===== config.mk =====
export PLATFORM = sky130hd
export DESIGN_NAME = tld_zxuno_io
export DESIGN_NICKNAME = d
export VERILOG_FILES = /design/src/zxuno_pkg.sv /design/src/io_port_decoder.sv /design/src/kempston_joy.sv /design/src/spi_master.sv /design/src/tld_zxuno_io.sv /design/src/ula_port_fe.sv
export SDC_FILE = /design/constraint.sdc
export NUM_CORES = 1
export LEC_CHECK = 0
export BUFFER_PORTS_ARGS = -buffer_cell sky130_fd_sc_hd__buf_4
export CELL_PAD_IN_SITES_DETAIL_PLACEMENT = 0
export CELL_PAD_IN_SITES_GLOBAL_PLACEMENT = 1
export CORE_AREA = 2 2 110 80
export DETAILED_ROUTE_END_ITERATION = 16
export DIE_AREA = 0 0 112 82
export HOLD_SLACK_MARGIN = 0.1
export MAX_ROUTING_LAYER = met4
export PLACE_DENSITY = 0.54
export SETUP_SLACK_MARGIN = 0.2
export SYNTH_ARGS = -nofsm -noshare
export SYNTH_HDL_FRONTEND = slang
export SYNTH_HIERARCHICAL = 1
export SYNTH_SLANG_ARGS = --single-unit
export TNS_END_PERCENT = 5

===== constraint.sdc =====
create_clock -name clk -period 1.5 [get_ports clk]
set_input_delay 0.225 -clock clk [delete_from_list [all_inputs] [get_ports clk]]
set_output_delay 0.225 -clock clk [all_outputs]
set_load 0.02 [all_outputs]

===== src/zxuno_pkg.sv =====
`default_nettype none

package zxuno_pkg;

   //////////////////////////////
   // Port decode
   //////////////////////////////

   // ULA answers to any even port
   localparam int unsigned port_fe_bit = 0;

   // Exact low-byte matches
   localparam logic [7:0] port_kempston = 8'h1F;
   localparam logic [7:0] port_spi_cs   = 8'hE7;
   localparam logic [7:0] port_spi_data = 8'hEB;

   // Unmapped ports float high on the Z80 bus
   localparam logic [7:0] idle_read_value = 8'hFF;

   // Block picked by the decoder
   typedef enum logic [2:0] {
      none     = 3'd0,
      ula      = 3'd1,
      joy      = 3'd2,
      spi_cs   = 3'd3,
      spi_data = 3'd4
   } io_target_e;

   //////////////////////////////
   // SPI
   //////////////////////////////

   // Chip select bits in E7, active low on the bus
   localparam int unsigned cs_sd_bit    = 0;
   localparam int unsigned cs_flash_bit = 1;

   localparam int unsigned spi_bits = 8;

   // Two clk cycles per SPI bit
   typedef enum logic [1:0] {
      idle       = 2'd0,
      shift_low  = 2'd1,
      shift_high = 2'd2
   } spi_state_e;

   //////////////////////////////
   // ULA port FE
   //////////////////////////////

   localparam int unsigned fe_border_lsb = 0;
   localparam int unsigned fe_border_w   = 3;
   localparam int unsigned fe_mic_bit    = 3;
   localparam int unsigned fe_beep_bit   = 4;
   localparam int unsigned fe_ear_bit    = 6;

endpackage

`default_nettype wire

===== src/io_port_decoder.sv =====
`timescale 1ns/1ps
`default_nettype none

module io_port_decoder (
   input  wire        clk,
   input  wire        arst_n,
   input  wire [15:0] port_addr,
   input  wire        iorq_wr,
   input  wire        iorq_rd,
   input  wire [7:0]  ula_rd_byte,
   input  wire [7:0]  joy_byte,
   input  wire [7:0]  spi_rx_byte,
   output logic       ula_wr,
   output logic       cs_wr,
   output logic       spi_wr,
   output logic [7:0] rd_data,
   output logic       rd_valid
);

   zxuno_pkg::io_target_e target;
   logic [7:0]            rd_mux;

   //////////////////////////////
   // Address classification
   //////////////////////////////

   // Full low-byte matches win over the FE partial decode
   always_comb begin
      if (port_addr[7:0] == zxuno_pkg::port_kempston) begin
         target = zxuno_pkg::joy;
      end else if (port_addr[7:0] == zxuno_pkg::port_spi_cs) begin
         target = zxuno_pkg::spi_cs;
      end else if (port_addr[7:0] == zxuno_pkg::port_spi_data) begin
         target = zxuno_pkg::spi_data;
      end else if (!port_addr[zxuno_pkg::port_fe_bit]) begin
         target = zxuno_pkg::ula;
      end else begin
         target = zxuno_pkg::none;
      end
   end

   // Write strobes, same cycle as iorq_wr
   assign ula_wr = iorq_wr && (target == zxuno_pkg::ula);
   assign cs_wr  = iorq_wr && (target == zxuno_pkg::spi_cs);
   assign spi_wr = iorq_wr && (target == zxuno_pkg::spi_data);

   // Read source select
   // E7 is write only
   always_comb begin
      case (target)
         zxuno_pkg::ula:      rd_mux = ula_rd_byte;
         zxuno_pkg::joy:      rd_mux = joy_byte;
         zxuno_pkg::spi_data: rd_mux = spi_rx_byte;
         default:             rd_mux = zxuno_pkg::idle_read_value;
      endcase
   end

   //////////////////////////////
   // Read response
   //////////////////////////////

   // One-cycle valid after the strobe
   always_ff @(posedge clk or negedge arst_n) begin
      if (!arst_n) begin
         rd_valid <= 1'b0;
      end else begin
         rd_valid <= iorq_rd;
      end
   end

   // Data held until next read
   always_ff @(posedge clk) begin
      if (iorq_rd) begin
         rd_data <= rd_mux;
      end
   end

   // Z80 never issues both IORQ strobes at once
   assert property (@(posedge clk) disable iff (!arst_n) !(iorq_wr && iorq_rd));

endmodule

`default_nettype wire


===== src/kempston_joy.sv =====
`timescale 1ns/1ps
`default_nettype none

module kempston_joy (
   input  wire        clk,
   input  wire        arst_n,
   input  wire        joyup,
   input  wire        joydown,
   input  wire        joyleft,
   input  wire        joyright,
   input  wire        joyfire,
   output logic [7:0] joy_byte
);

   // Pins gathered in Kempston bit order
   logic [4:0] pins_raw;
   logic [4:0] pins_meta;
   logic [4:0] pins_sync;

   assign pins_raw = {joyfire, joyup, joydown, joyleft, joyright};

   // Two-flop synchroniser, resets to released
   always_ff @(posedge clk or negedge arst_n) begin
      if (!arst_n) begin
         pins_meta <= '1;
         pins_sync <= '1;
      end else begin
         pins_meta <= pins_raw;
         pins_sync <= pins_meta;
      end
   end

   // Kempston is active high, upper bits read 0
   assign joy_byte = {3'b000, ~pins_sync};

endmodule

`default_nettype wire


===== src/spi_master.sv =====
`timescale 1ns/1ps
`default_nettype none

module spi_master (
   input  wire        clk,
   input  wire        arst_n,
   input  wire        cs_wr,
   input  wire        spi_wr,
   input  wire [7:0]  wr_data,
   input  wire        sd_miso,
   input  wire        flash_miso,
   output logic [7:0] spi_rx_byte,
   output logic       spi_busy,
   output logic       sd_cs_n,
   output logic       flash_cs_n,
   output logic       sclk,
   output logic       mosi,
   output logic       testled
);

   localparam int unsigned cnt_w = $clog2(zxuno_pkg::spi_bits);

   zxuno_pkg::spi_state_e             state;
   zxuno_pkg::spi_state_e             state_nxt;
   logic [cnt_w-1:0]                  bit_cnt;
   logic [1:0]                        cs_sel;
   logic [zxuno_pkg::spi_bits-1:0]    tx_shift;
   logic [zxuno_pkg::spi_bits-1:0]    rx_shift;
   logic                              flash_sel;
   logic                              sd_sel;
   logic                              miso;
   logic                              last_bit;

   //////////////////////////////
   // Chip selects
   //////////////////////////////

   // cs_sel holds 1 for a selected device
   // Flash wins if both are asked for
   assign flash_sel  = cs_sel[zxuno_pkg::cs_flash_bit];
   assign sd_sel     = cs_sel[zxuno_pkg::cs_sd_bit] & ~flash_sel;
   assign flash_cs_n = ~flash_sel;
   assign sd_cs_n    = ~sd_sel;

   // Shared data line, flash has the bus while selected
   assign miso = flash_cs_n ? sd_miso : flash_miso;

   assign mosi     = tx_shift[zxuno_pkg::spi_bits-1];
   assign spi_busy = (state != zxuno_pkg::idle);
   assign last_bit = (bit_cnt == cnt_w'(zxuno_pkg::spi_bits - 1));

   //////////////////////////////
   // Shift FSM
   //////////////////////////////

   always_comb begin
      state_nxt = state;
      case (state)
         zxuno_pkg::idle: begin
            // Writes during a transfer never reach here
            if (spi_wr) begin
               state_nxt = zxuno_pkg::shift_low;
            end
         end
         zxuno_pkg::shift_low: begin
            state_nxt = zxuno_pkg::shift_high;
         end
         zxuno_pkg::shift_high: begin
            state_nxt = last_bit ? zxuno_pkg::idle : zxuno_pkg::shift_low;
         end
         default: begin
            state_nxt = zxuno_pkg::idle;
         end
      endcase
   end

   always_ff @(posedge clk or negedge arst_n) begin
      if (!arst_n) begin
         state    <= zxuno_pkg::idle;
         sclk     <= 1'b0;
         bit_cnt  <= '0;
         cs_sel   <= 2'b00;
         tx_shift <= '1;
         testled  <= 1'b0;
      end else begin
         state <= state_nxt;
         // Registered so the pin follows the state with no glitch
         sclk  <= (state_nxt == zxuno_pkg::shift_high);
         // LED marks any SPI device in use
         testled <= ~sd_cs_n | ~flash_cs_n;
         if (cs_wr) begin
            cs_sel[zxuno_pkg::cs_sd_bit]    <= ~wr_data[zxuno_pkg::cs_sd_bit];
            cs_sel[zxuno_pkg::cs_flash_bit] <= ~wr_data[zxuno_pkg::cs_flash_bit];
         end
         if (state == zxuno_pkg::idle && spi_wr) begin
            tx_shift <= wr_data;
            bit_cnt  <= '0;
         end else if (state == zxuno_pkg::shift_high) begin
            // MOSI moves as sclk falls, MSB first
            tx_shift <= {tx_shift[zxuno_pkg::spi_bits-2:0], 1'b1};
            bit_cnt  <= bit_cnt + 1'b1;
         end
      end
   end

   // Sample on the rising sclk edge
   always_ff @(posedge clk) begin
      if (state == zxuno_pkg::shift_low) begin
         rx_shift <= {rx_shift[zxuno_pkg::spi_bits-2:0], miso};
      end
      // Result appears as busy drops
      if (state == zxuno_pkg::shift_high && last_bit) begin
         spi_rx_byte <= rx_shift;
      end
   end

   //////////////////////////////
   // Checks
   //////////////////////////////

   // Flash and SD share MISO, never drive both
   assert property (@(posedge clk) disable iff (!arst_n) !(!sd_cs_n && !flash_cs_n));

   // Clock parks low between bytes
   assert property (@(posedge clk) disable iff (!arst_n)
      (state == zxuno_pkg::idle) |-> !sclk);

   // Two cycles per bit
   assert property (@(posedge clk) disable iff (!arst_n)
      $rose(spi_busy) |-> spi_busy [*16] ##1 !spi_busy);

endmodule

`default_nettype wire


===== src/tld_zxuno_io.sv =====
`timescale 1ns/1ps
`default_nettype none

module tld_zxuno_io (
   input  wire        clk,
   input  wire        arst_n,

   // Z80 port bus
   input  wire [15:0] port_addr,
   input  wire [7:0]  wr_data,
   input  wire        iorq_wr,
   input  wire        iorq_rd,
   output wire [7:0]  rd_data,
   output wire        rd_valid,

   // ULA pins
   input  wire        ear,
   output wire [2:0]  border,
   output wire        audio_out_left,
   output wire        audio_out_right,

   // Joystick, active low
   input  wire        joyup,
   input  wire        joydown,
   input  wire        joyleft,
   input  wire        joyright,
   input  wire        joyfire,

   // SD card and boot flash
   output wire        sd_cs_n,
   output wire        sd_clk,
   output wire        sd_mosi,
   input  wire        sd_miso,
   output wire        flash_cs_n,
   output wire        flash_clk,
   output wire        flash_mosi,
   input  wire        flash_miso,

   // SPI activity
   output wire        testled
);

   wire       ula_wr;
   wire       cs_wr;
   wire       spi_wr;
   wire [7:0] ula_rd_byte;
   wire [7:0] joy_byte;
   wire [7:0] spi_rx_byte;
   wire       sclk;
   wire       mosi;
   wire       audio_out;

   //////////////////////////////
   // Pin sharing
   //////////////////////////////

   // Mono beeper on both channels
   assign audio_out_left  = audio_out;
   assign audio_out_right = audio_out;

   // One SPI bus, two chip selects
   assign sd_clk     = sclk;
   assign flash_clk  = sclk;
   assign sd_mosi    = mosi;
   assign flash_mosi = mosi;

   io_port_decoder io_port_decoder_i (
      .clk         (clk),
      .arst_n      (arst_n),
      .port_addr   (port_addr),
      .iorq_wr     (iorq_wr),
      .iorq_rd     (iorq_rd),
      .ula_rd_byte (ula_rd_byte),
      .joy_byte    (joy_byte),
      .spi_rx_byte (spi_rx_byte),
      .ula_wr      (ula_wr),
      .cs_wr       (cs_wr),
      .spi_wr      (spi_wr),
      .rd_data     (rd_data),
      .rd_valid    (rd_valid)
   );

   ula_port_fe ula_port_fe_i (
      .clk         (clk),
      .arst_n      (arst_n),
      .ula_wr      (ula_wr),
      .wr_data     (wr_data),
      .ear         (ear),
      .border      (border),
      .audio_out   (audio_out),
      .ula_rd_byte (ula_rd_byte)
   );

   kempston_joy kempston_joy_i (
      .clk      (clk),
      .arst_n   (arst_n),
      .joyup    (joyup),
      .joydown  (joydown),
      .joyleft  (joyleft),
      .joyright (joyright),
      .joyfire  (joyfire),
      .joy_byte (joy_byte)
   );

   // Busy only feeds the transfer check inside
   spi_master spi_master_i (
      .clk         (clk),
      .arst_n      (arst_n),
      .cs_wr       (cs_wr),
      .spi_wr      (spi_wr),
      .wr_data     (wr_data),
      .sd_miso     (sd_miso),
      .flash_miso  (flash_miso),
      .spi_rx_byte (spi_rx_byte),
      .spi_busy    (),
      .sd_cs_n     (sd_cs_n),
      .flash_cs_n  (flash_cs_n),
      .sclk        (sclk),
      .mosi        (mosi),
      .testled     (testled)
   );

endmodule

`default_nettype wire


===== src/ula_port_fe.sv =====
`timescale 1ns/1ps
`default_nettype none

module ula_port_fe (
   input  wire        clk,
   input  wire        arst_n,
   input  wire        ula_wr,
   input  wire [7:0]  wr_data,
   input  wire        ear,
   output logic [2:0] border,
   output logic       audio_out,
   output logic [7:0] ula_rd_byte
);

   logic mic;
   logic beep;
   logic ear_meta;
   logic ear_sync;

   //////////////////////////////
   // Write side
   //////////////////////////////

   always_ff @(posedge clk or negedge arst_n) begin
      if (!arst_n) begin
         border <= '0;
         mic    <= 1'b0;
         beep   <= 1'b0;
      end else if (ula_wr) begin
         border <= wr_data[zxuno_pkg::fe_border_lsb +: zxuno_pkg::fe_border_w];
         mic    <= wr_data[zxuno_pkg::fe_mic_bit];
         beep   <= wr_data[zxuno_pkg::fe_beep_bit];
      end
   end

   // Speaker and MIC share one audio pin
   assign audio_out = beep ^ mic;

   //////////////////////////////
   // Read side
   //////////////////////////////

   // Board has a transistor inverter on EAR
   always_ff @(posedge clk or negedge arst_n) begin
      if (!arst_n) begin
         ear_meta <= 1'b0;
         ear_sync <= 1'b0;
      end else begin
         ear_meta <= ~ear;
         ear_sync <= ear_meta;
      end
   end

   // No keyboard, so all key bits read released
   always_comb begin
      ula_rd_byte = zxuno_pkg::idle_read_value;
      ula_rd_byte[zxuno_pkg::fe_ear_bit] = ear_sync;
   end

endmodule

`default_nettype wire


Word level (Yosys, flattened, before mapping)
Cells that the tools add are included.
{"block": "totals", "inputBits": 36, "memories": 0, "rom_bits": 0, "ramBits": 0, "output_inout_bits": 21, "reg_bits": 59, "latchBits": 0}
{"block": "op_classes", "mux": 13, "reduce_logical": 7, "order_cmp": 0, "eq_ne": 11, "multipliers": 0, "n_bitwise": 9, "div_mod_pow": 0, "add_sub_neg": 1, "shift": 0}
{"operator": "$pmux 8 s3", "count": 1}
{"operator": "$eq 8x8->1 const B", "count": 2}
{"operator": "$mux 8", "count": 2}
{"operator": "$mux 3", "count": 5}
{"operator": "$eq 8x5->1 const B", "count": 1}
{"operator": "$eq 3x2->1 const B", "count": 2}
{"operator": "$eq 3x3->1 const B", "count": 2}
{"operator": "$pmux 2 s3", "count": 1}
{"operator": "$logic_and 1x1->1", "count": 5}
{"operator": "$not 1->1", "count": 5}
{"operator": "$not 5->5", "count": 1}
{"operator": "$eq 2x2->1 const B", "count": 2}
{"operator": "$add 3x1->3 const B", "count": 1}
{"operator": "$eq 3x1->1 const B", "count": 1}
{"operator": "$mux 1", "count": 3}
{"operator": "$eq 2x1->1 const B", "count": 1}
{"operator": "$logic_not 2->1", "count": 1}
{"operator": "$mux 2", "count": 1}
{"operator": "$reduce_bool 2->1", "count": 1}
{"operator": "$and 1x1->1", "count": 1}
{"operator": "$or 1x1->1", "count": 1}
{"operator": "$xor 1x1->1", "count": 1}

Longest topological paths before layout
{"block": "logic_depth", "depth_word": 9, "depth_mapped": 6}

Modules after synthesis
The synthesis kept the hierarchy.
{"mod": "spi_master", "area_each_um2": 1233.7, "cells_each": 83, "n_inst": 1}
{"mod": "io_port_decoder", "area_each_um2": 505.5, "cells_each": 39, "n_inst": 1}
{"mod": "kempston_joy", "area_each_um2": 307.8, "cells_each": 19, "n_inst": 1}
{"mod": "ula_port_fe", "area_each_um2": 307.8, "cells_each": 23, "n_inst": 1}
{"mod": "tld_zxuno_io", "area_each_um2": 22.5, "cells_each": 3, "n_inst": 1}

Worst setup path after synthesis
Ideal clock, no wire load.
{"block": "synth_path", "kind": "register to register", "start": "register spi_master_i/sclk (netlist name)", "end": "register spi_master_i/rx_shift[0] in the netlist's numbering (enable)", "setup_ns": 0.373, "path_stages_with_launch": 3, "path_slack_ns": 0.018, "t_arrival_ns": 1.109, "n_path_buf": 1, "path_cell_list": "dfrtp_1 -> buf_2 -> nor2b_1"}
{"item": "end signal, assigned", "line": "spi_master.sv:109", "text": "rx_shift <= {rx_shift[zxuno_pkg::spi_bits-2:0], miso};"}
{"item": "end, declared", "line": "spi_master.sv:28", "text": "logic [zxuno_pkg::spi_bits-1:0] rx_shift;"}

Worst setup path after layout
{"block": "layout_path", "start": "register spi_master_i.bit_cnt[0]", "end": "register spi_master_i.spi_rx_byte[3] (enable)"}
{"block": "layout_via", "elab_chain_len": 2}
{"item": "start, declared", "line": "spi_master.sv:25", "text": "logic [cnt_w-1:0] bit_cnt;"}
{"item": "start signal, assigned", "line": "spi_master.sv:101", "text": "bit_cnt <= bit_cnt + 1'b1;"}
{"item": "$eq 3x3->1", "line": "spi_master.sv:50", "text": "assign last_bit = (bit_cnt == cnt_w'(zxuno_pkg::spi_bits - 1));"}
{"item": "$logic_and 1x1->1", "line": "spi_master.sv:112", "text": "if (state == zxuno_pkg::shift_high && last_bit) begin"}
{"item": "end signal, assigned", "line": "spi_master.sv:113", "text": "spi_rx_byte <= rx_shift;"}
{"item": "end, declared", "line": "spi_master.sv:12", "text": "output logic [7:0] spi_rx_byte,"}
No other way between the ends.
A chain may end at the register's enable or synchronous reset.

==> results.toml <==
[outcome]
status = "completed"

[drt]
dr_total_vias = 1475
via_per_inst = 4.21
wl_per_cell_um = 13.6
finalWirelength_um = 4780
ant_nets = 0
drc = 0
drt_iter0_drc = 88
firstDrtPassIters = 5

[logic_synthesis]
synth_seq_cells = 58
synth_fa_ha_area_share_pct = 1.05
synth_area_per_cell_um2 = 14.2
synth.yosys.warnings = 6
synth_cells = 167
synthArstFlopShare_pct = 58.6
synth_top_family_by_area = "simple AND/OR/NAND/NOR gates"
synth_area_um2 = 2380
synth_xor_area_share_pct = 0.368
synth.area.mux_share_pct = 3.68
yosys_most_used_dff = "edfxtp_1"
yosysTopAreaCellShare_pct = 30.3
synth-simple-area-share_pct = 11.2
ys_types = 38
synth_area_leaders = "edfxtp_1 (30%), dfstp_2 (20%), dfrtp_1 (17%)"
synth.most_common_cell = "edfxtp_1"
synth_edf_count = 24
ys_seq_area_share_pct = 67.1
synth-compound-area-share_pct = 8.63
synth_common_cells = "edfxtp_1 (24), dfstp_2 (18), dfrtp_1 (16)"
synth_top_area_cell = "edfxtp_1"

[floorplanning]
core_area_um2 = 8200
io_pins = 57
rows = 28
design.die.area_um2 = 9180
start_util_pct = 29.0
die_h_um = 82
die_w_um = 112

[setup_path]
arrival_ns = 1.39
crit_buf_inv = 1
slowest_stage = "dfrtp_1"
end_kind = "register"
r2r-end = "spi_master_i/spi_rx_byte[3]"
cpPeakStageDelay_ns = 0.38
r2r_cells = 4
path_class = "reg2reg"
cp_cell_sequence = "ha_1 -> ha_1 -> and2_4 -> buf_12"
r2r_start = "spi_master_i/bit_cnt[0]"
worstPathRequired_ns = 1.59
cp-start-kind = "register"
cp_common_cell = "ha_1"
critPathMaxFanout = 8
ff2ff_setup_slack_ns = 0.20
path_delay_family = "adder cells"

[timing]
rsz0062_at_grt = "true"
layout_setup_ws_ns = 0.197
hold_viol_final = 0
finClkSkew_ns = 0.00452
drv_slew = 0
fin_tns_setup_ns = 0
fmax_mhz = 767
min_period_ns = 1.30
setup_violations = 0
fin_crit_sh_pct = 86.9

[cells_and_area]
design_area_um2 = 3350
final_util_pct = 40.9
drive_gt1_share_pct = 45.7
antennaDiodeCount = 0
fillers = 799
finalNetCount = 278
syn2layout_area_growth_pct = 40.9

[clocking]
clock_latency_ns = 0.32
clock_path_buffers = 2
cts_made_buffers = 9
cts-root-buf = "clkbuf_16"
numClockSinks = 58
cts_tree = "built"
path_clk_slew_ns = 0.05
htreeDepth = 3

[grt]
grt_pass1_wl_um = 7670
grt_pass1_vias = 1462
grt_use_total_pct = 11.9
antenna_found_initial = 0
grt_max_degree = 35
gr-total-overflow = 0

[placement]
gp_congestion = 0.728
hpwlAfterDp_um = 3250
pre_cts_slack_ns = -0.00744
port-buffer-count = 48
place_area_um2 = 2890

[worst_hold_path]
holdPathEnd = "spi_master_i/cs_sel[1]"
hp-class = "in2reg"
hold_start = "wr_data[1]"
whs_path_depth = 2

[power_and_ir_drop]
p_leak_nw = 1.44
ir_drop_v = 0.000577
power_density_nw_per_um2 = 1500

[job]
cap_violations = 0
## through the flow
stage	power (mW)	hold slack, ns	instances
after global routing	5.25	0.112	350
after detailed placement	2.69	0.214	321
after floorplan	2.45	-0.0706	175
after CTS	5.08	0.108	349
after global placement	2.67	0.212	321
final	5.02	0.114	350
## worst max path at each step
stage / startpoint / endpoint / slack (ns) / depth (start not counted)
detailed placement: port_addr[2] / spi_master_i/bit_cnt[1] / -0.007 / 6
global placement: port_addr[2] / io_port_decoder_i/rd_data[0] / 0.006 / 7
global route: ula_port_fe_i/beep / audio_out_right / 0.14 / 2
floorplan: port_addr[5] / io_port_decoder_i/rd_data[1] / 0.19 / 5
finish: spi_master_i/bit_cnt[0] / spi_master_i/spi_rx_byte[3] / 0.20 / 4
CTS: spi_master_i/bit_cnt[0] / spi_master_i/spi_rx_byte[3] / 0.15 / 4
## area by class of cell
| class | count | area, µm² | share of cell area (%) |
|---|---|---|---|
| well taps | 105 | 131 | 3.92 |
| clock inverters | 6 | 104 | 3.10 |
| repair buffers | 72 | 601 | 17.9 |
| inverters | 12 | 45.0 | 1.34 |
| flip-flops and latches | 58 | 1600 | 47.6 |
| multi-input cells | 87 | 636 | 19.0 |
| clock buffers | 10 | 239 | 7.13 |
## timing repair
action | in CTS | in global routing
resized for setup | 0 | 1
setup endpoints to repair | 9 | 15
hold endpoints to repair | 24 | 0
pin swaps | 0 | 1
setup buffers | 3 | 1
gates cloned | 0 | 0
hold buffers | 9 | 0
## power by group
| group | leakage, nW | total, mW | internal [mW] | switching, mW |
|---|---|---|---|---|
| clock network | 0.170 | 2.33 | 1.65 | 0.673 |
| registers | 0.594 | 2.03 | 1.93 | 0.0997 |
| logic | 0.676 | 0.661 | 0.349 | 0.312 |
| total | 1.44 | 5.02 | 3.93 | 1.09 |
## metal layers
layer  up-vias  GRT usage [%]  part of all wire [%]
met2        43           17.0                    44
met3         7           3.99                   5.2
met1       690           14.9                    49
met5         -              -                     0
li1        735              -                     -
met4         0           6.59                   1.6
## cells by family (layout without fill, tap and decap cells)
group	Yosys count	count (layout)
other	2	10
muxes	8	8
and+or+nand+nor	42	42
buffers and inverters	30	100
adders and majority gates	2	2
DFF	58	58
xor gates and xnor gates	1	1
AOI/OAI and AO/OA	24	24
## state kept, by name, indices dropped and copies added, names as in the netlist, 2 cells and up
signal,count
spi_master_i/rx_shift,8
io_port_decoder_i/rd_data,8
kempston_joy_i/pins_meta,5
spi_master_i/bit_cnt,3
spi_master_i/tx_shift,8
spi_master_i/cs_sel,2
ula_port_fe_i/border,3
spi_master_i/spi_rx_byte,8
kempston_joy_i/pins_sync,5
## worst register-to-register path, cell delays in order, from the launching register on
cell	delay, ns
dfrtp_1	0.38
ha_1	0.20
ha_1	0.21
and2_4	0.15
buf_12	0.13
## cells in the final DEF, fill, tap and decap left out, types with 2 or more instances in the layout
| cell type | netlist | layout |
|---|---|---|
| o32ai_1 | 2 | 2 |
| a211oi_1 | 2 | 2 |
| conb_1 | 2 | 10 |
| and3_2 | 2 | 2 |
| bufinv_16 | 0 | 3 |
| mux2i_1 | 2 | 2 |
| dlygate4sd3_1 | 0 | 9 |
| dfrtp_1 | 16 | 15 |
| clkbuf_16 | 0 | 9 |
| and2_4 | 1 | 2 |
| a21oi_1 | 2 | 2 |
| a222oi_1 | 8 | 8 |
| nor2b_1 | 6 | 5 |
| nor3_1 | 5 | 5 |
| nand2_1 | 11 | 11 |
| a2bb2oi_1 | 3 | 3 |
| edfxtp_1 | 24 | 24 |
| nor2_1 | 2 | 2 |
| inv_1 | 12 | 12 |
| clkinv_2 | 0 | 2 |
| a22o_1 | 2 | 2 |
| o22a_1 | 3 | 3 |
| dfstp_2 | 18 | 18 |
| buf_12 | 0 | 3 |
| buf_4 | 14 | 60 |
| ha_1 | 2 | 2 |
| mux2_2 | 6 | 6 |
| nor3b_1 | 5 | 5 |
(Power assumes the default switching activity.)
